## config.mk

```make
export PLATFORM = sky130hd
export DESIGN_NAME = lce_top
export DESIGN_NICKNAME = d
export VERILOG_FILES = /design/src/lce_pkg.sv /design/src/lce_req_if.sv /design/src/lce_req.sv /design/src/lce_req_fifo.sv /design/src/lce_cce_engine.sv /design/src/lce_top.sv
export SDC_FILE = /design/constraint.sdc
export NUM_CORES = 1
export LEC_CHECK = 0
export ABC_AREA = 1
export BUFFER_PORTS_ARGS = -buffer_cell sky130_fd_sc_hd__buf_2
export CELL_PAD_IN_SITES_DETAIL_PLACEMENT = 1
export CELL_PAD_IN_SITES_GLOBAL_PLACEMENT = 2
export CORE_MARGIN = 4
export CORE_UTILIZATION = 45
export CTS_CLUSTER_SIZE = 10
export DETAILED_ROUTE_END_ITERATION = 10
export PLACE_DENSITY_LB_ADDON = 0.25
export SYNTH_ARGS = -nofsm -noshare
export SYNTH_HDL_FRONTEND = slang
export SYNTH_SLANG_ARGS = --single-unit
```

## constraint.sdc

```tcl
create_clock -name clk_i -period 13.05 [get_ports clk_i]
set_input_delay 1.305 -clock clk_i [delete_from_list [all_inputs] [get_ports clk_i]]
set_output_delay 1.305 -clock clk_i [all_outputs]
set_load 0.02 [all_outputs]
```

## src/lce_pkg.sv

```systemverilog
// lce request side definitions
`default_nettype none

package lce_pkg;

  // sizing
  localparam int paddr_width = 32;
  localparam int dword_width = 64;
  localparam int block_width = 512;
  localparam int lce_assoc = 8;
  localparam int lg_assoc = $clog2(lce_assoc);
  localparam int num_cce = 2;
  localparam int lg_num_cce = $clog2(num_cce);
  localparam int lce_id_width = 2;
  localparam int max_credits = 4;
  localparam int credit_width = 3;
  localparam int fifo_els = 4;
  localparam int lg_fifo_els = $clog2(fifo_els);

  // miss loads go out non-exclusive when set
  localparam bit non_excl_reads = 1'b0;

  // cce select bits sit just above the 64 byte block offset
  localparam int cce_id_shift = 6;

  typedef enum logic [1:0] {miss_load, miss_store, uc_load, uc_store} cache_req_type_e;

  typedef enum logic [2:0] {
    msg_size_1, msg_size_2, msg_size_4, msg_size_8,
    msg_size_16, msg_size_32, msg_size_64
  } msg_size_e;

  typedef enum logic {lce_mode_normal, lce_mode_uncached} lce_mode_e;

  typedef enum logic [1:0] {rd, wr, uc_rd, uc_wr} req_msg_type_e;

  // size of a cached request follows the block width
  localparam msg_size_e req_block_size =
    (block_width / 8 == 64) ? msg_size_64 :
    (block_width / 8 == 32) ? msg_size_32 : msg_size_16;

  typedef struct packed {
    req_msg_type_e msg_type;
    msg_size_e size;
    logic [paddr_width-1:0] addr;
    logic [lce_id_width-1:0] src_id;
    logic [lg_num_cce-1:0] dst_id;
    logic [lg_assoc-1:0] lru_way;
    logic non_exclusive;
    logic [dword_width-1:0] data;
  } lce_req_msg_s;

  typedef struct packed {
    cache_req_type_e msg_type;
    msg_size_e size;
    logic [paddr_width-1:0] addr;
    logic [dword_width-1:0] data;
  } cache_req_s;

  typedef struct packed {
    logic [lg_assoc-1:0] repl_way;
  } cache_meta_s;

  typedef enum logic [1:0] {st_reset, st_ready, st_send_cached, st_send_uncached} lce_req_state_e;

  typedef enum logic [1:0] {eng_idle, eng_cmd, eng_resp} cce_engine_state_e;

endpackage

`default_nettype wire

```

## src/lce_req_if.sv

```systemverilog
// coherence request channel
`default_nettype none

interface lce_req_if
  import lce_pkg::*;
();

  // ready comes first, valid only while ready is high
  lce_req_msg_s msg;
  logic valid;
  logic ready;

  modport sender (
    output msg,
    output valid,
    input ready
  );

  modport receiver (
    input msg,
    input valid,
    output ready
  );

endinterface

`default_nettype wire

```

## src/lce_req.sv

```systemverilog
// lce request handler
`default_nettype none

module lce_req
  import lce_pkg::*;
(
  input wire logic clk_i,
  input wire logic reset_i,

  input wire logic [lce_id_width-1:0] lce_id_i,
  input wire lce_mode_e lce_mode_i,
  input wire logic sync_done_i,

  input wire cache_req_s cache_req_i,
  input wire logic cache_req_v_i,
  input wire cache_meta_s cache_meta_i,
  input wire logic cache_meta_v_i,

  output logic ready_o,
  output logic credits_full_o,
  output logic credits_empty_o,

  input wire logic req_complete_i,
  input wire logic uc_store_complete_i,

  lce_req_if.sender req_o
);

  lce_req_state_e state_r, state_n;

  cache_req_s cache_req_r;
  cache_meta_s cache_meta_r;
  logic meta_v_r;

  logic [credit_width-1:0] credit_r;
  logic credit_inc;
  logic credit_dec;

  logic [paddr_width-1:0] req_addr;
  logic [lg_num_cce-1:0] req_cce_id;

  lce_req_msg_s msg;
  logic msg_v;

  // request and metadata capture
  always_ff @(posedge clk_i) begin
    if (cache_req_v_i) begin
      cache_req_r <= cache_req_i;
    end
    if (cache_meta_v_i) begin
      cache_meta_r <= cache_meta_i;
    end
  end

  // a new request clears the metadata flag but metadata in the same cycle wins
  always_ff @(posedge clk_i) begin
    if (reset_i) begin
      meta_v_r <= 1'b0;
    end else if (cache_meta_v_i) begin
      meta_v_r <= 1'b1;
    end else if (cache_req_v_i) begin
      meta_v_r <= 1'b0;
    end
  end

  // outstanding requests
  assign credit_inc = msg_v;
  assign credit_dec = req_complete_i | uc_store_complete_i;

  always_ff @(posedge clk_i) begin
    if (reset_i) begin
      credit_r <= '0;
    end else begin
      credit_r <= credit_r + credit_width'(credit_inc) - credit_width'(credit_dec);
    end
  end

  assign credits_full_o = (credit_r == credit_width'(max_credits));
  assign credits_empty_o = (credit_r == '0);

  // uc stores leave straight from the input, everything else from the register
  assign req_addr = (state_r == st_ready) ? cache_req_i.addr : cache_req_r.addr;
  assign req_cce_id = req_addr[cce_id_shift +: lg_num_cce];

  always_comb begin
    state_n = state_r;
    ready_o = 1'b0;
    msg_v = 1'b0;

    msg = '0;
    msg.src_id = lce_id_i;
    msg.dst_id = req_cce_id;

    unique case (state_r)
      st_reset: begin
        state_n = st_ready;
      end

      st_ready: begin
        ready_o = ~credits_full_o & req_o.ready
                  & ((lce_mode_i == lce_mode_uncached) | sync_done_i);
        if (cache_req_v_i) begin
          unique case (cache_req_i.msg_type)
            miss_load, miss_store: begin
              state_n = st_send_cached;
            end
            uc_load: begin
              state_n = st_send_uncached;
            end
            uc_store: begin
              msg_v = req_o.ready;
              msg.msg_type = uc_wr;
              msg.size = cache_req_i.size;
              msg.addr = cache_req_i.addr;
              msg.data = cache_req_i.data;
            end
            default: begin
            end
          endcase
        end
      end

      st_send_cached: begin
        // wait for both the channel and the replacement way
        msg_v = req_o.ready & meta_v_r;
        msg.msg_type = (cache_req_r.msg_type == miss_load) ? rd : wr;
        msg.size = req_block_size;
        msg.addr = cache_req_r.addr;
        msg.lru_way = cache_meta_r.repl_way;
        msg.non_exclusive = (cache_req_r.msg_type == miss_load) & non_excl_reads;
        if (msg_v) begin
          state_n = st_ready;
        end
      end

      st_send_uncached: begin
        msg_v = req_o.ready;
        msg.msg_type = uc_rd;
        msg.size = cache_req_r.size;
        msg.addr = cache_req_r.addr;
        if (msg_v) begin
          state_n = st_ready;
        end
      end

      default: begin
        state_n = st_reset;
      end
    endcase
  end

  assign req_o.msg = msg;
  assign req_o.valid = msg_v;

  always_ff @(posedge clk_i) begin
    if (reset_i) begin
      state_r <= st_reset;
    end else begin
      state_r <= state_n;
    end
  end

endmodule

`default_nettype wire

```

## src/lce_req_fifo.sv

```systemverilog
// request message fifo
`default_nettype none

module lce_req_fifo
  import lce_pkg::*;
#(
  parameter type payload_t = lce_req_msg_s
) (
  input wire logic clk_i,
  input wire logic reset_i,

  lce_req_if.receiver enq_i,
  lce_req_if.sender deq_o
);

  payload_t mem_r [fifo_els];

  // pointers wrap on their own, depth is a power of two
  logic [lg_fifo_els-1:0] wr_ptr_r;
  logic [lg_fifo_els-1:0] rd_ptr_r;
  logic [lg_fifo_els:0] count_r;

  logic enq_fire;
  logic deq_fire;

  assign enq_i.ready = (count_r != (lg_fifo_els + 1)'(fifo_els));
  assign deq_o.valid = (count_r != '0);
  assign deq_o.msg = mem_r[rd_ptr_r];

  assign enq_fire = enq_i.valid & enq_i.ready;
  assign deq_fire = deq_o.valid & deq_o.ready;

  always_ff @(posedge clk_i) begin
    if (enq_fire) begin
      mem_r[wr_ptr_r] <= enq_i.msg;
    end
  end

  always_ff @(posedge clk_i) begin
    if (reset_i) begin
      wr_ptr_r <= '0;
      rd_ptr_r <= '0;
      count_r <= '0;
    end else begin
      if (enq_fire) begin
        wr_ptr_r <= wr_ptr_r + 1'b1;
      end
      if (deq_fire) begin
        rd_ptr_r <= rd_ptr_r + 1'b1;
      end
      // simultaneous read and write leaves the count alone
      count_r <= count_r + (lg_fifo_els + 1)'(enq_fire) - (lg_fifo_els + 1)'(deq_fire);
    end
  end

endmodule

`default_nettype wire

```

## src/lce_cce_engine.sv

```systemverilog
// simplified cce engine
`default_nettype none

module lce_cce_engine
  import lce_pkg::*;
(
  input wire logic clk_i,
  input wire logic reset_i,

  lce_req_if.receiver req_i,

  output req_msg_type_e mem_cmd_type_o,
  output logic [paddr_width-1:0] mem_cmd_addr_o,
  output msg_size_e mem_cmd_size_o,
  output logic [lg_num_cce-1:0] mem_cmd_cce_id_o,
  output logic [lg_assoc-1:0] mem_cmd_way_o,
  output logic mem_cmd_non_excl_o,
  output logic [dword_width-1:0] mem_cmd_data_o,
  output logic mem_cmd_v_o,
  input wire logic mem_cmd_ready_i,
  input wire logic mem_resp_v_i,

  output logic req_complete_o,
  output logic uc_store_complete_o
);

  cce_engine_state_e state_r;
  lce_req_msg_s msg_r;
  logic done_r;
  logic take;

  assign req_i.ready = (state_r == eng_idle);
  assign take = req_i.valid & req_i.ready;

  always_ff @(posedge clk_i) begin
    if (take) begin
      msg_r <= req_i.msg;
    end
  end

  always_ff @(posedge clk_i) begin
    if (reset_i) begin
      state_r <= eng_idle;
      done_r <= 1'b0;
    end else begin
      done_r <= 1'b0;
      unique case (state_r)
        eng_idle: begin
          if (take) begin
            state_r <= eng_cmd;
          end
        end
        eng_cmd: begin
          if (mem_cmd_ready_i) begin
            state_r <= eng_resp;
          end
        end
        eng_resp: begin
          // completion pulses one cycle after the response
          if (mem_resp_v_i) begin
            done_r <= 1'b1;
            state_r <= eng_idle;
          end
        end
        default: begin
          state_r <= eng_idle;
        end
      endcase
    end
  end

  assign mem_cmd_v_o = (state_r == eng_cmd);
  assign mem_cmd_type_o = msg_r.msg_type;
  assign mem_cmd_addr_o = msg_r.addr;
  assign mem_cmd_size_o = msg_r.size;
  assign mem_cmd_cce_id_o = msg_r.dst_id;
  assign mem_cmd_way_o = msg_r.lru_way;
  assign mem_cmd_non_excl_o = msg_r.non_exclusive;
  assign mem_cmd_data_o = msg_r.data;

  // msg_r still holds the finished request while done_r is high
  assign uc_store_complete_o = done_r & (msg_r.msg_type == uc_wr);
  assign req_complete_o = done_r & (msg_r.msg_type != uc_wr);

endmodule

`default_nettype wire

```

## src/lce_top.sv

```systemverilog
// lce request subsystem top
`default_nettype none

module lce_top
  import lce_pkg::*;
(
  input wire logic clk_i,
  input wire logic reset_i,

  input wire logic [lce_id_width-1:0] lce_id_i,
  input wire lce_mode_e lce_mode_i,
  input wire logic sync_done_i,

  input wire cache_req_type_e cache_req_type_i,
  input wire msg_size_e cache_req_size_i,
  input wire logic [paddr_width-1:0] cache_req_addr_i,
  input wire logic [dword_width-1:0] cache_req_data_i,
  input wire logic cache_req_v_i,
  input wire logic [lg_assoc-1:0] cache_meta_way_i,
  input wire logic cache_meta_v_i,

  output logic ready_o,
  output logic credits_full_o,
  output logic credits_empty_o,

  output req_msg_type_e mem_cmd_type_o,
  output logic [paddr_width-1:0] mem_cmd_addr_o,
  output msg_size_e mem_cmd_size_o,
  output logic [lg_num_cce-1:0] mem_cmd_cce_id_o,
  output logic [lg_assoc-1:0] mem_cmd_way_o,
  output logic mem_cmd_non_excl_o,
  output logic [dword_width-1:0] mem_cmd_data_o,
  output logic mem_cmd_v_o,
  input wire logic mem_cmd_ready_i,
  input wire logic mem_resp_v_i
);

  cache_req_s cache_req;
  cache_meta_s cache_meta;
  logic req_complete;
  logic uc_store_complete;

  lce_req_if req_enq ();
  lce_req_if req_deq ();

  assign cache_req = '{
    msg_type: cache_req_type_i,
    size: cache_req_size_i,
    addr: cache_req_addr_i,
    data: cache_req_data_i
  };
  assign cache_meta = '{repl_way: cache_meta_way_i};

  lce_req lce_req_inst (
    .clk_i(clk_i),
    .reset_i(reset_i),
    .lce_id_i(lce_id_i),
    .lce_mode_i(lce_mode_i),
    .sync_done_i(sync_done_i),
    .cache_req_i(cache_req),
    .cache_req_v_i(cache_req_v_i),
    .cache_meta_i(cache_meta),
    .cache_meta_v_i(cache_meta_v_i),
    .ready_o(ready_o),
    .credits_full_o(credits_full_o),
    .credits_empty_o(credits_empty_o),
    .req_complete_i(req_complete),
    .uc_store_complete_i(uc_store_complete),
    .req_o(req_enq.sender)
  );

  lce_req_fifo #(
    .payload_t(lce_req_msg_s)
  ) lce_req_fifo_inst (
    .clk_i(clk_i),
    .reset_i(reset_i),
    .enq_i(req_enq.receiver),
    .deq_o(req_deq.sender)
  );

  // completions flow back to the handler to return credits
  lce_cce_engine lce_cce_engine_inst (
    .clk_i(clk_i),
    .reset_i(reset_i),
    .req_i(req_deq.receiver),
    .mem_cmd_type_o(mem_cmd_type_o),
    .mem_cmd_addr_o(mem_cmd_addr_o),
    .mem_cmd_size_o(mem_cmd_size_o),
    .mem_cmd_cce_id_o(mem_cmd_cce_id_o),
    .mem_cmd_way_o(mem_cmd_way_o),
    .mem_cmd_non_excl_o(mem_cmd_non_excl_o),
    .mem_cmd_data_o(mem_cmd_data_o),
    .mem_cmd_v_o(mem_cmd_v_o),
    .mem_cmd_ready_i(mem_cmd_ready_i),
    .mem_resp_v_i(mem_resp_v_i),
    .req_complete_o(req_complete),
    .uc_store_complete_o(uc_store_complete)
  );

endmodule

`default_nettype wire

```

# Word level (Yosys, flattened, before mapping)
# Memory sizes are Yosys's and may differ from the RTL's. A register that Yosys moved wholly into a read port is not among the register bits.
# Index checks and enable logic that the tools add are counted.
# W data, S select, Z words.
[word_totals] ff_bits=56 wordCells=87 ramBits=432 output_inout_bits=110 mem_count=1
[mem_list] name="lce_req_fifo_inst.mem_r" depth=4 width=108 read_ports=1 rd_ports_with_merged_regs=1 wr=1 line_no="lce_req_fifo.sv:16" source="payload_t mem_r [fifo_els];"
[classes] mux=27 bitwise=11 add_sub_neg=6 n_eq_ne=19 n_reduce_logical=11
[ops] cell="$mux W64" n=3
[ops] cell="$pmux W37 S3" n=1
[ops] cell="$mux W37" n=2
[ops] cell="$eq A2 B2 Y1 const B" n=6
[ops] cell="$mux W2" n=6
[ops] cell="$mux W1" n=9
[ops] cell="$logic_not A2 Y1" n=4
[ops] cell="$ne A2 B2 Y1 const B" n=4
[ops] cell="$pmux W2 S4" n=1
[ops] cell="$and A1 B1 Y1" n=7
[ops] cell="$mux W7" n=1
[ops] cell="$add A3 B1 Y3" n=2
[ops] cell="$eq A2 B1 Y1 const B" n=3
[ops] cell="$ne A2 B1 Y1 const B" n=3
[ops] cell="$ne A3 B3 Y1 const B" n=2
[ops] cell="$pmux W2 S3" n=1
[ops] cell="$sub A3 B1 Y3" n=2
[ops] cell="$add A2 B1 Y2 const B" n=2
[ops] cell="$mux W4" n=1
[ops] cell="$pmux W2 S2" n=1
[ops] cell="$reduce_and A4 Y1" n=1
[ops] cell="$reduce_or A2 Y1" n=2
[ops] cell="$eq A3 B3 Y1 const B" n=1
[ops] cell="$logic_not A3 Y1" n=1
[ops] cell="other kinds (6)" n=8

# Depth between registers and ports, before layout
# Gate-level depths: netlist of run 1.
[depth] depth_word=7 depth_mapped=12 mapped_depth_nobuf=12

# Cells and area by module
# A second synthesis of run 1 with hierarchy kept.
[unflattened] cells_unflattened=1592 hier_area_um2=22597.9
[modules_own_cells] module="lce_req_fifo" cells_per_inst=1108 area_each_um2=16462.0 seq_area_each_um2=13152.6 n_inst=1
[modules_own_cells] module="lce_cce_engine" cells_per_inst=126 area_each_um2=3329.4 seq_area_each_um2=3243.1 n_inst=1
[modules_own_cells] module="lce_req" cells_per_inst=358 area_each_um2=2806.4 seq_area_each_um2=1321.3 n_inst=1

# Least setup slack after synthesis of run 1
# Ideal clock, no wire load.
[synth_timing] kind="input-to-reg" from="input cache_req_type_i[1]" to="memory lce_req_fifo_inst.mem_r[0][0] (netlist name) (enable)" arrival_time_ns=6.235 slack_ns=6.245 path_stages=6 required_time_ns=12.480 setup_ns=0.570 path_cell_list="nand2_1 nor2_4 nand2_2 nand3_1 nand2_1 nor2_1"
[synth_via] elab_chain_cells=7
[synth_rtl] element="from (decl)" line_no="lce_top.sv:14" source="input wire cache_req_type_e cache_req_type_i,"
[synth_rtl] element="$eq A2 B2 Y1" line_no="lce_req.sv:103" source="unique case (cache_req_i.msg_type)"
[synth_rtl] element="$mux W1" line_no="lce_req.sv:103"
[synth_rtl] element="$mux W1" line_no="lce_req.sv:102" source="if (cache_req_v_i) begin"
[synth_rtl] element="$pmux W1 S3" line_no="lce_req.sv:94" source="unique case (state_r)"
[synth_rtl] element="$and A1 B1 Y1" line_no="lce_req_fifo.sv:30" source="assign enq_fire = enq_i.valid & enq_i.ready;"
[synth_rtl] element="$mux W1" line_no="lce_req_fifo.sv:34" source="if (enq_fire) begin"
[synth_rtl] element="$mux W1 (not written as such)" line_no="lce_req_fifo.sv:35" source="mem_r[wr_ptr_r] <= enq_i.msg;"
[synth_rtl] element="to (decl)" line_no="lce_req_fifo.sv:16"
# Every way passes these cells.

# Worst setup path in the final report of run 1
[layout_timing] from="register lce_req_inst.state_r[1]" to="register lce_req_inst.credit_r[1]"
[layout_via] elab_chain_cells=4 elab_cells_between_ends=6 cone_classes="add/sub (2); eq/ne (3); mux (1)"
[layout_rtl] element="from (decl)" line_no="lce_req.sv:29" source="lce_req_state_e state_r, state_n;"
[layout_rtl] element="from (signal assigned)" line_no="lce_req.sv:157" source="state_r <= st_reset;"
[layout_rtl] element="from (signal assigned)" line_no="lce_req.sv:159" source="state_r <= state_n;"
[layout_rtl] element="$eq A2 B2 Y1 or $eq A2 B1 Y1 (tied branches)" line_no="lce_req.sv:94"
[layout_rtl] element="$pmux W1 S3 (*)" line_no="lce_req.sv:94"
[layout_rtl] element="$add A3 B1 Y3 (*)" line_no="lce_req.sv:74" source="credit_r <= credit_r + credit_width'(credit_inc) - credit_width'(credit_dec);"
[layout_rtl] element="$sub A3 B1 Y3 (*)" line_no="lce_req.sv:74"
[layout_rtl] element="to (signal assigned)" line_no="lce_req.sv:74"
[layout_rtl] element="to (decl)" line_no="lce_req.sv:35" source="logic [credit_width-1:0] credit_r;"
# Mark *: on every way between the ends. The rest lies on a longest branch, timed or not.
# A chain may end at the register's enable or synchronous reset.

==> results of run 1 <==
## state kept, by name, indices dropped and copies added, names as in the netlist
name and flops:
lce_cce_engine_inst.done_r 1, lce_cce_engine_inst.mem_cmd_addr_o 32, lce_cce_engine_inst.mem_cmd_cce_id_o 1, lce_cce_engine_inst.mem_cmd_data_o 64
lce_cce_engine_inst.mem_cmd_size_o 3, lce_cce_engine_inst.mem_cmd_type_o 2, lce_cce_engine_inst.mem_cmd_way_o 3, lce_cce_engine_inst.state_r 2
lce_req_fifo_inst.count_r 3, lce_req_fifo_inst.mem_r 420, lce_req_fifo_inst.rd_ptr_r 2, lce_req_fifo_inst.wr_ptr_r 2
lce_req_inst.cache_meta_r 3, lce_req_inst.cache_req_r 37, lce_req_inst.credit_r 3, lce_req_inst.meta_v_r 1
lce_req_inst.state_r 2
## worst max-delay path: stages, from the launching register on
cell     delay, ps
dfxtp_2       1030
nor2_4         450
nand2_4        170
buf_4          830
nand3_1        210
nand2_1        460
ha_1           320
inv_1           60
ha_1           170
fa_1           430
inv_1           70
nor2_1          40
## cell type report
cell class,instances,area [um2]
clock buffer,85,1818
clock inverter,6,55.05
fill,4632,22620
inverter,101,391.6
multi-input combinational,722,3665
sequential,581,17300
tap,615,769.5
timing repair buffer,237,1229
## kinds of logic after synthesis
group	synth area share (%)
other	0.01719
XOR/XNOR	0.04015
buffers and inverters	4.135
flip-flops	79.23
AND/OR/NAND/NOR	6.239
AO/OA/AOI/OAI	9.697
adder cells (fa/ha/maj)	0.6423
## metal layers
layer	up-vias	share of wire, %	GRT usage, %
met2	314	50	34.51
met5	-	0	0
met4	0	2.2	6.181
li1	5912	-	-
met1	6588	43	26.07
met3	81	4.9	3.680
## how the worst max path moves through the flow
stage | startpoint | endpoint | slack, ps | cells after the start
2_1_floorplan | cache_req_type_i[1] | lce_req_fifo_inst.mem_r[0][0] | 6240 | 6
3_3_place_gp | cache_req_v_i | lce_req_inst.credit_r[1] | 8290 | 14
3_5_place_dp | cache_req_v_i | lce_req_inst.credit_r[1] | 8250 | 14
4_1_cts | lce_req_inst.state_r[1] | lce_req_inst.credit_r[1] | 8630 | 11
5_1_grt | lce_req_inst.state_r[1] | lce_req_inst.credit_r[2] | 8310 | 12
6_report | lce_req_inst.state_r[1] | lce_req_inst.credit_r[1] | 8710 | 11
## report_power, final
group          leakage, uW  internal [uW]  switching, uW
combinational      0.00268            345            940
clock             0.000913            970            689
sequential         0.00519           2390            132
## metrics by stage
step / util, % / power, uW / cells / hold WS [ps] / setup slack, ps
3_3_place_gp: 48.80 / 3821 / 2256 / 434.9 / 8294
3_5_place_dp: 48.80 / 3871 / 2256 / 417.2 / 8253
6_report: 52.72 / 5462 / 2347 / 444.0 / 8706
4_1_cts: 52.72 / 5540 / 2347 / 443.0 / 8627
2_1_floorplan: - / 3398 / 1494 / 397.0 / 6245
5_1_grt: 52.72 / 5747 / 2347 / 471.6 / 8306
## synth_stat cells (all sizes together) (9+ instances only)
master	instances
o21ai	221
nand3	11
inv	100
nand2	23
buf	50
o22ai	105
edfxtp	565
dfxtp	16
a32o	30
nor2	302
clkbuf	40
a21oi	9
==> results.md, run 1 <==
* Status: complete, no violations
* WL per Instance at between 20 and 25 um
* Detailed Route WL at 52.31 mm
* H-tree depth at 3
* Post-layout minimum cycle time at 4344 ps
* Global-route wire length before repair at ~80 mm
* Prevailing post-synth register cell: edfxtp_1
* Vias in the first global route at roughly 14k
* Overall routing resource usage at 20.04%
* Row count at 80
* Post-synth EDFFs at 565
* Total negative slack at 0 ps
* TritonCTS clock tree: yes
* Detailed Place HPWL at 28.37 mm
* Fin area at 25220 um2
* Synth area leader: edfxtp_1
* Pin count of the biggest net entering global routing at 148
* Final Hold Fails at 0
* Clock sink total at 581
* Mapped Cells at approximately 1.5k
* Layout cell share with drive strength beyond 1 at 19.52%
* Die X at 228.2 um
* Endpoint type of the worst setup path: flop
* Async SR Flop Fraction at 0%
* Final period utilization at 33.28%
* RR Startpoint: lce_req_inst.state_r[1]
* Final setup vio count at 0
* Sequential-to-total area share from yosys stat at 79.23%
* CTS Root Cell: clkbuf_16
* Initial Utilization at 45.60%
* Initial antenna violation count at 0
* Most frequent cells in the layout: edfxtp_1 (565), nor2_1 (286), buf_2 (220)
* Post-cts sizing count at 0
* Pwr Density at about 220 nW/um2
* Die height at 228.2 um
* Mean Syn Cell Area at 14.60 um2
* Vias at between 10k and 15k
* Unrepaired setup endpoints after global routing: no
* Gr ovfl total at 0
* Worst-skew pair later-pin latency at between 500 and 600 ps
* Remaining antenna violation count at 0
* Antenna diodes at 0
* CTS Buffer Depth at 3
* Slew at the pin with the worst max-slew slack at 1158 ps
* Most common cell after layout, fill and taps aside: edfxtp_1
* Maximum VDD drop at around 0.15 mV
* Flop2flop setup slack at 8710 ps
* Die area at 52070 um2
* Cell variety after synth at 30
* Via density at between 5 and 6
* Kind of critical path: flop to flop
* Num CTS Buffers at between 60 and 70
* Hold WC Path Type: flop to flop
* Synthesized cell area at around 22000 um2
* Maxcap violations at 0
* Layout Area Growth over Synthesis at 15.60%
* Final #Nets at roughly 1.8k
* Startpoint Class: flop
* DRC viols at 0
* Syn Nets at 1618
* Hold buffers post-CTS at 0
* Flops & latches, synth at 581
* Worst hold endpoint: lce_cce_engine_inst.done_r
* Clk pin slew, worst setup/hold paths at around 60 ps
* Hold_sp: lce_cce_engine_inst.state_r[0]
* Hold Path Depth at 1
* Gp weighted congestion at ~0.70
* Drt first-iter violations at 870
* CP Data Required Time at 13520 ps
* Top Ports at 224
* R2R Path End: lce_req_inst.credit_r[1]
* Core ar. at 47850 um2
* Critical path arrival at ~4800 ps
* Clock Skew at 13.92 ps
* Synth top area share at between 70% and 80%
* DRT Pass-1 Iters at 4
* Max Fanout on Critical Path at 69
* Lkg Pwr at 0.008781 uW
* Post-CTS Setup Inserts at 0
* Reg2Reg Depth at 11
* IO Port Bufs at 220
* Fin. max-slew vios at 0
* Slew Limit Headroom at 22.59%
* Synthesis Warnings at 0
* Area after DPL at ~23000 um2
* Largest cells by area after synthesis: edfxtp_1 (78%), nor2_1 (5.0%), o21ai_0 (4.3%), o22ai_1 (3.0%), inv_1 (1.7%)
* Max Fclk at 0.2302 GHz
Note: power is estimated with default switching activity, not from simulation.
==> inputs of run 2 (changes only) <==
--- a/config.mk
+++ b/config.mk
@@ -10,7 +10,7 @@
 export CELL_PAD_IN_SITES_DETAIL_PLACEMENT = 1
 export CELL_PAD_IN_SITES_GLOBAL_PLACEMENT = 2
 export CORE_MARGIN = 4
-export CORE_UTILIZATION = 45
+export CORE_UTILIZATION = 38
 export CTS_CLUSTER_SIZE = 10
 export DETAILED_ROUTE_END_ITERATION = 10
 export PLACE_DENSITY_LB_ADDON = 0.25
==> constraint.sdc (replaced) <==
create_clock -name clk_i -period 3.9 [get_ports clk_i]
set_input_delay 0.39 -clock clk_i [delete_from_list [all_inputs] [get_ports clk_i]]
set_output_delay 0.39 -clock clk_i [all_outputs]
set_load 0.02 [all_outputs]
==> results.md, run 2 (same netlist as run 1, synthesis figures left out) <==
* Area after DPL at 23750 um2 (+1.7%)
* Flop2flop setup slack at 1340 ps (-7370 ps)
* Most used routing layer in global routing: met2
* Sw Pwr at 5955 uW (+240%)
* Post-cts sizing count at 0 (unchanged)
* RR Startpoint: lce_req_inst.state_r[1]
* Share of power burned in registers at 45.0% (-1.1 points)
* Slew at the pin with the worst max-slew slack at 1112 ps (-46.37 ps)
* Maximum VDD drop at 0.6672 mV (+360%)
* Sw Share at 32.28% (+0.039 points)
* Antenna diodes at 0 (unchanged)
* Critical-path top delay cell: buf_4
* Worst-path cell chain: inv_2 > nor2_4 > buf_4 > o21ai_1 > nor3_1 > buf_2
* Num CTS Buffers at 69 (+1.5%)
* CP startpoint: lce_req_inst.state_r[0]
* Max Fclk at just under 0.4 GHz
* Slew Limit Headroom at 25.86% (+3.3 points)
* Worst-skew pair later-pin latency at 590 ps (about the same)
* Max reg flops at 420 (unchanged)
* Lkg Pwr at 0.009009 uW (+2.6%)
* Gr ovfl total at 0 (unchanged)
* Top Ports at 224 (unchanged)
* Clock Skew at 22.51 ps (+8.587 ps)
* DRT Pass-1 Iters at 5 (+1)
* Via density at 5.131 (-6.6%)
* CP Data Required Time at 3510 ps (-10010 ps)
* Fraction of power consumed by the clock network at 30.4% (about the same)
* Detailed Route WL at 54.13 mm (+3.5%)
* Pwr Density at 710.0 nW/um2 (+230%)
* Final setup vio count at 0 (unchanged)
* Fin. max-slew vios at 0 (unchanged)
* CP max stage delay at 450 ps (-580 ps)
* Top reg by flops: lce_req_fifo_inst.mem_r
* Unrepaired setup endpoints after global routing: no
* Clk pin slew, worst setup/hold paths at 60 ps (about the same)
* Vias at 12.97k (+0.60%)
* Logic pwr share at 24.6% (+1.1 points)
* Global-route wire length before repair at 81.23 mm (+0.26%)
* Maxcap violations at 0 (unchanged)
* Endpoint type of the worst setup path: output pin
* Most common cell after layout, fill and taps aside: edfxtp_1
* Clock sink total at 581 (unchanged)
* Die X at 247.6 um (+8.5%)
* Final #Nets at 1877 (+2.3%)
* Detailed Place HPWL at 29.04 mm (+2.4%)
* Layout Area Growth over Synthesis at 19.10%
* Final Hold Fails at 0 (unchanged)
* Row count at 87 (+8.8%)
* R2R Path End: lce_req_fifo_inst.mem_r[3][28]
* Hold WC Path Type: primary input to flop
* Most frequent cells in the layout: edfxtp_1 (565), nor2_1 (286), buf_2 (220)
* Die height at 247.6 um (+8.5%)
* Overall routing resource usage at 17.53% (-2.5 points)
* Total negative slack at 0 ps (unchanged)
* Remaining antenna violation count at 0 (unchanged)
* CP delay by family, top: buffers and inverters
* DRC viols at 0 (unchanged)
* Reg2Reg Depth at 5 (-6)
* H-tree depth at 3 (unchanged)
* Power, Total at 18450 uW (+240%)
* Post-layout minimum cycle time at between 2000 and 3000 ps
* WL per Instance at 21.41 um (-3.9%)
* Die area at 61320 um2 (+18%)
* Vias in the first global route at 13.74k (-1.1%)
* Status: complete, no violations
* CTS Root Cell: clkbuf_16
* P_int at 12490 uW (+240%)
* Global routing met3 resource utilization at 3.111% (-0.57 points)
* Critical Path Sink: ready_o
* Max Fanout on Critical Path at 37 (-46%)
* Pin count of the biggest net entering global routing at 212 (+43%)
* Final period utilization at 65.89%
* Initial Utilization at 38.55% (-7.1 points)
* Initial antenna violation count at 2 (+2)
* Worst path buffer plus inverter count at 3 (unchanged)
* Fin area at 25980 um2 (+3.0%)
* GR Util met1 at 22.76% (-3.3 points)
* Gp weighted congestion at 0.7198 (+3.6%)
* Final core utilization at 45.91% (-6.8 points)
* Startpoint Class: flop
* Critical path arrival at 2180 ps (-2630 ps)
* TritonCTS clock tree: yes
* Hold buffers post-CTS at 35 (+35)
* IO Port Bufs at 220 (unchanged)
* Core ar. at 56600 um2 (+18%)
* Post-CTS Setup Inserts at 0 (unchanged)
* Met2 GRT Util at 30.21% (-4.3 points)
* Hold_sp: cache_req_addr_i[6]
* CTS Buffer Depth at 3 (unchanged)
* Drt first-iter violations at 796 (-8.5%)
* Layout cell share with drive strength beyond 1 at 19.47% (-0.045 points)
* Kind of critical path: flop to output pin
* Crit path depth at 6 (-5)
run 2: changes by cell type in the layout (fill, tap and decap cells not counted), sizes merged:
cell	before	now
dlygate4sd3	0	35
buf	237	243
inv	105	103
clkbuf	85	84
clkinv	2	3
clkinvlp	0	1
run 2: final cells by class:
class / count / area, um2
Sequential cell: 581 / 17300
Fill cell: 5722 / 30620
Multi-Input combinational cell: 722 / 3665
Tap cell: 756 / 945.9
Timing Repair Buffer: 278 / 1799
Clock buffer: 84 / 1826
Inverter: 101 / 390.4
Clock inverter: 6 / 63.81
run 2: power by group through the flow:
stage	registers, uW	clock network (uW)	logic (uW)
after global routing	8370	6030	5030
after floorplan	9090	0	2260
final	8310	5600	4540
after detailed placement	8450	0	4630
after global placement	8440	0	4510
after CTS	8330	5760	4680
run 2: per-stage QoR:
| step | hold slack [ps] | setup slack (ps) | instances |
|---|---|---|---|
| 2_1_floorplan | 397.0 | -266.0 | 1494 |
| 3_3_place_gp | 419.8 | 1276 | 2403 |
| 3_5_place_dp | 423.8 | 1256 | 2403 |
| 4_1_cts | 2.233 | 1246 | 2528 |
| 5_1_grt | 18.67 | 1073 | 2528 |
| 6_report | 42.64 | 1330 | 2528 |
run 2: worst reg2reg max path: stages, from the launching register on:
cell,delay (ps)
dfxtp_2,570
nand2_1,170
nand3_1,140
nand2_1,300
nor2_4,690
buf_12,310
run 2: how the worst min path moves through the flow:
stage | slack (ps) | endpoint | depth (start not counted)
floorplan | 400 | lce_cce_engine_inst.done_r | 1
global placement | 420 | lce_cce_engine_inst.done_r | 1
detailed placement | 420 | lce_cce_engine_inst.done_r | 1
CTS | 2 | lce_req_inst.cache_req_r[65] | 1
global route | 20 | lce_req_inst.cache_req_r[65] | 1
finish | 40 | lce_req_inst.cache_req_r[70] | 1
run 2: layer usage:
metal  vias up  part of all wire [%]
met2       274                    50
met5         -                 0.024
met3        85                   4.7
met4         2                   2.0
met1      6619                    44
li1       5992                     -
==> inputs of run 3 (changes only) <==
--- a/config.mk
+++ b/config.mk
@@ -10,7 +10,7 @@
 export CELL_PAD_IN_SITES_DETAIL_PLACEMENT = 1
 export CELL_PAD_IN_SITES_GLOBAL_PLACEMENT = 2
 export CORE_MARGIN = 4
-export CORE_UTILIZATION = 38
+export CORE_UTILIZATION = 42
 export CTS_CLUSTER_SIZE = 10
 export DETAILED_ROUTE_END_ITERATION = 10
 export PLACE_DENSITY_LB_ADDON = 0.25
==> constraint.sdc (replaced) <==
create_clock -name clk_i -period 2.5 [get_ports clk_i]
set_input_delay 0.25 -clock clk_i [delete_from_list [all_inputs] [get_ports clk_i]]
set_output_delay 0.25 -clock clk_i [all_outputs]
set_load 0.02 [all_outputs]
==> results.md, run 3 (same netlist as run 1, synthesis figures left out) <==
* Slew at the pin with the worst max-slew slack at 741.1 ps (-370.9 ps)
* Detailed Route WL at 53.96 mm (-0.31%)
* Die height at 235.9 um (-4.7%)
* DRT Pass-1 Iters at 5 (unchanged)
* Top Ports at 224 (unchanged)
* Lkg Pwr at 0.009118 uW (+1.2%)
* Area after DPL at 23760 um2 (about the same)
* Max Fclk at approximately 0.43 GHz
* Final Hold Fails at 0 (unchanged)
* Total negative slack at 0 ps (unchanged)
* Clk pin slew, worst setup/hold paths at 50 ps (about the same)
* Layout cell share with drive strength beyond 1 at 20.03% (+0.56 points)
* Top reg by flops: lce_req_fifo_inst.mem_r
* Remaining antenna violation count at 0 (unchanged)
* Clock sink total at 581 (unchanged)
* Gr ovfl total at 0 (unchanged)
* Layout Area Growth over Synthesis at 19.73%
* Drt first-iter violations at 843 (+5.9%)
* Fin area at 26120 um2 (+0.53%)
* Startpoint Class: flop
* CTS Root Cell: clkbuf_16
* Most common cell after layout, fill and taps aside: edfxtp_1
* Worst-skew pair later-pin latency at 580 ps (about the same)
* Unrepaired setup endpoints after global routing: no
* Global-route wire length before repair at 82.21 mm (+1.2%)
* Most used routing layer in global routing: met2
* Final #Nets at 1893 (+0.85%)
* Global routing met3 resource utilization at 3.391% (+0.28 points)
* Num CTS Buffers at 69 (unchanged)
* Pin count of the biggest net entering global routing at 130 (-39%)
* Via density at 5.305 (+3.4%)
* Hold WC Path Type: primary input to flop
* TritonCTS clock tree: yes
* Most frequent cells in the layout: edfxtp_1 (565), nor2_1 (284), buf_2 (220)
* Finished Layout Cells at 2467 (-2.4%)
* Fin worst setup slack at 197.3 ps (-1133 ps)
* Vias in the first global route at 14.18k (+3.2%)
* Die area at 55660 um2 (-9.2%)
* Detailed Place HPWL at 29.94 mm (+3.1%)
* Power, Total at 29110 uW (+58%)
* Final setup vio count at 0 (unchanged)
* Antenna diodes at 0 (unchanged)
* Row count at 83 (-4.6%)
* Initial antenna violation count at 2 (unchanged)
* CTS Buffer Depth at 3 (unchanged)
* Placed cells at 2333 (-2.9%)
* Critical path arrival at 2050 ps (-130 ps)
* Post-layout minimum cycle time at 2303 ps
* Final period utilization at 92.11%
* Post-CTS Setup Inserts at 0 (unchanged)
* Met2 GRT Util at 33.77% (+3.6 points)
* CP Data Required Time at 2250 ps (-1260 ps)
* GR Util met1 at 24.62% (+1.9 points)
* Kind of critical path: flop to output pin
* Vias at 13.09k (+0.89%)
* DRC viols at 0 (unchanged)
* Status: complete, no violations
* Maxcap violations at 0 (unchanged)
* Pwr Density at 1114 nW/um2 (+57%)
* Post-Place Setup Slack at 268.1 ps (-987.8 ps)
* Post-cts sizing count at 0 (unchanged)
* Fin. max-slew vios at 0 (unchanged)
* Die X at 235.9 um (-4.7%)
* WL per Instance at 21.87 um (+2.2%)
* H-tree depth at 3 (unchanged)
* Endpoint type of the worst setup path: output pin
* Clock Skew at 19.79 ps (-2.711 ps)
* Initial Utilization at 42.44% (+3.9 points)
* Maximum VDD drop at 0.7436 mV (+11%)
* Overall routing resource usage at 19.17% (+1.6 points)
* Max reg flops at 420 (unchanged)
* Max Fanout on Critical Path at 37 (unchanged)
* Slew Limit Headroom at 50.59% (+25 points)
* IO Port Bufs at 220 (unchanged)
* Gp weighted congestion at 0.7227 (+0.40%)
* Core ar. at 51410 um2 (-9.2%)
-- run 3: layer usage --
| layer | up-vias | part of all wire, % |
|---|---|---|
| li1 | 6026 | - |
| met3 | 67 | 4.8 |
| met1 | 6679 | 42 |
| met4 | 2 | 1.7 |
| met5 | - | 0.024 |
| met2 | 314 | 51 |
-- run 3: per-stage QoR --
stage,util (%),hold WS (ps)
after floorplan,-,327.0
after global placement,46.22,428.4
after detailed placement,46.22,431.9
after CTS,50.82,9.124
after global routing,50.82,34.15
final,50.82,44.32
-- run 3: path summary, 6_finish.rpt --
kind | start | slack (ps) | depth (start not counted) | end
setup / recovery | lce_req_inst.state_r[0] | 200 | 6 | ready_o
hold / removal | cache_req_data_i[13] | 40 | 3 | lce_req_fifo_inst.mem_r[3][13]
setup reg to reg | lce_req_fifo_inst.count_r[1] | 270 | 12 | lce_req_inst.credit_r[2]
hold reg to reg | lce_cce_engine_inst.state_r[0] | 440 | 1 | lce_cce_engine_inst.done_r
-- run 3: power by group --
part           switching, uW  total (uW)  internal (uW)
Clock                   3530        8810           5280
Combinational           5240        7330           2090
Sequential               505       13000          12500
Total                   9280       29100          19800
-- run 3: critical path, stage by stage (launching register included) --
cell     delay [ps]
dfxtp_2         380
inv_2            80
nor2_4          120
buf_4           450
o21ai_1         120
nor3_1          150
buf_2           190
-- run 3: area by class of cell --
cell class / instances / area (um2)
Timing Repair Buffer: 294 / 1969
Clock buffer: 85 / 1872
Inverter: 101 / 390.4
Tap cell: 680 / 850.8
Clock inverter: 4 / 41.29
Multi-Input combinational cell: 722 / 3702
Sequential cell: 581 / 17300
Fill cell: 5048 / 25280
-- run 3: what timing repair did --
action | 4_1_cts | 5_1_grt
hold buffers | 45 | 0
endpoints found under the setup margin | 0 | 0
hold endpoints to repair | 52 | 0
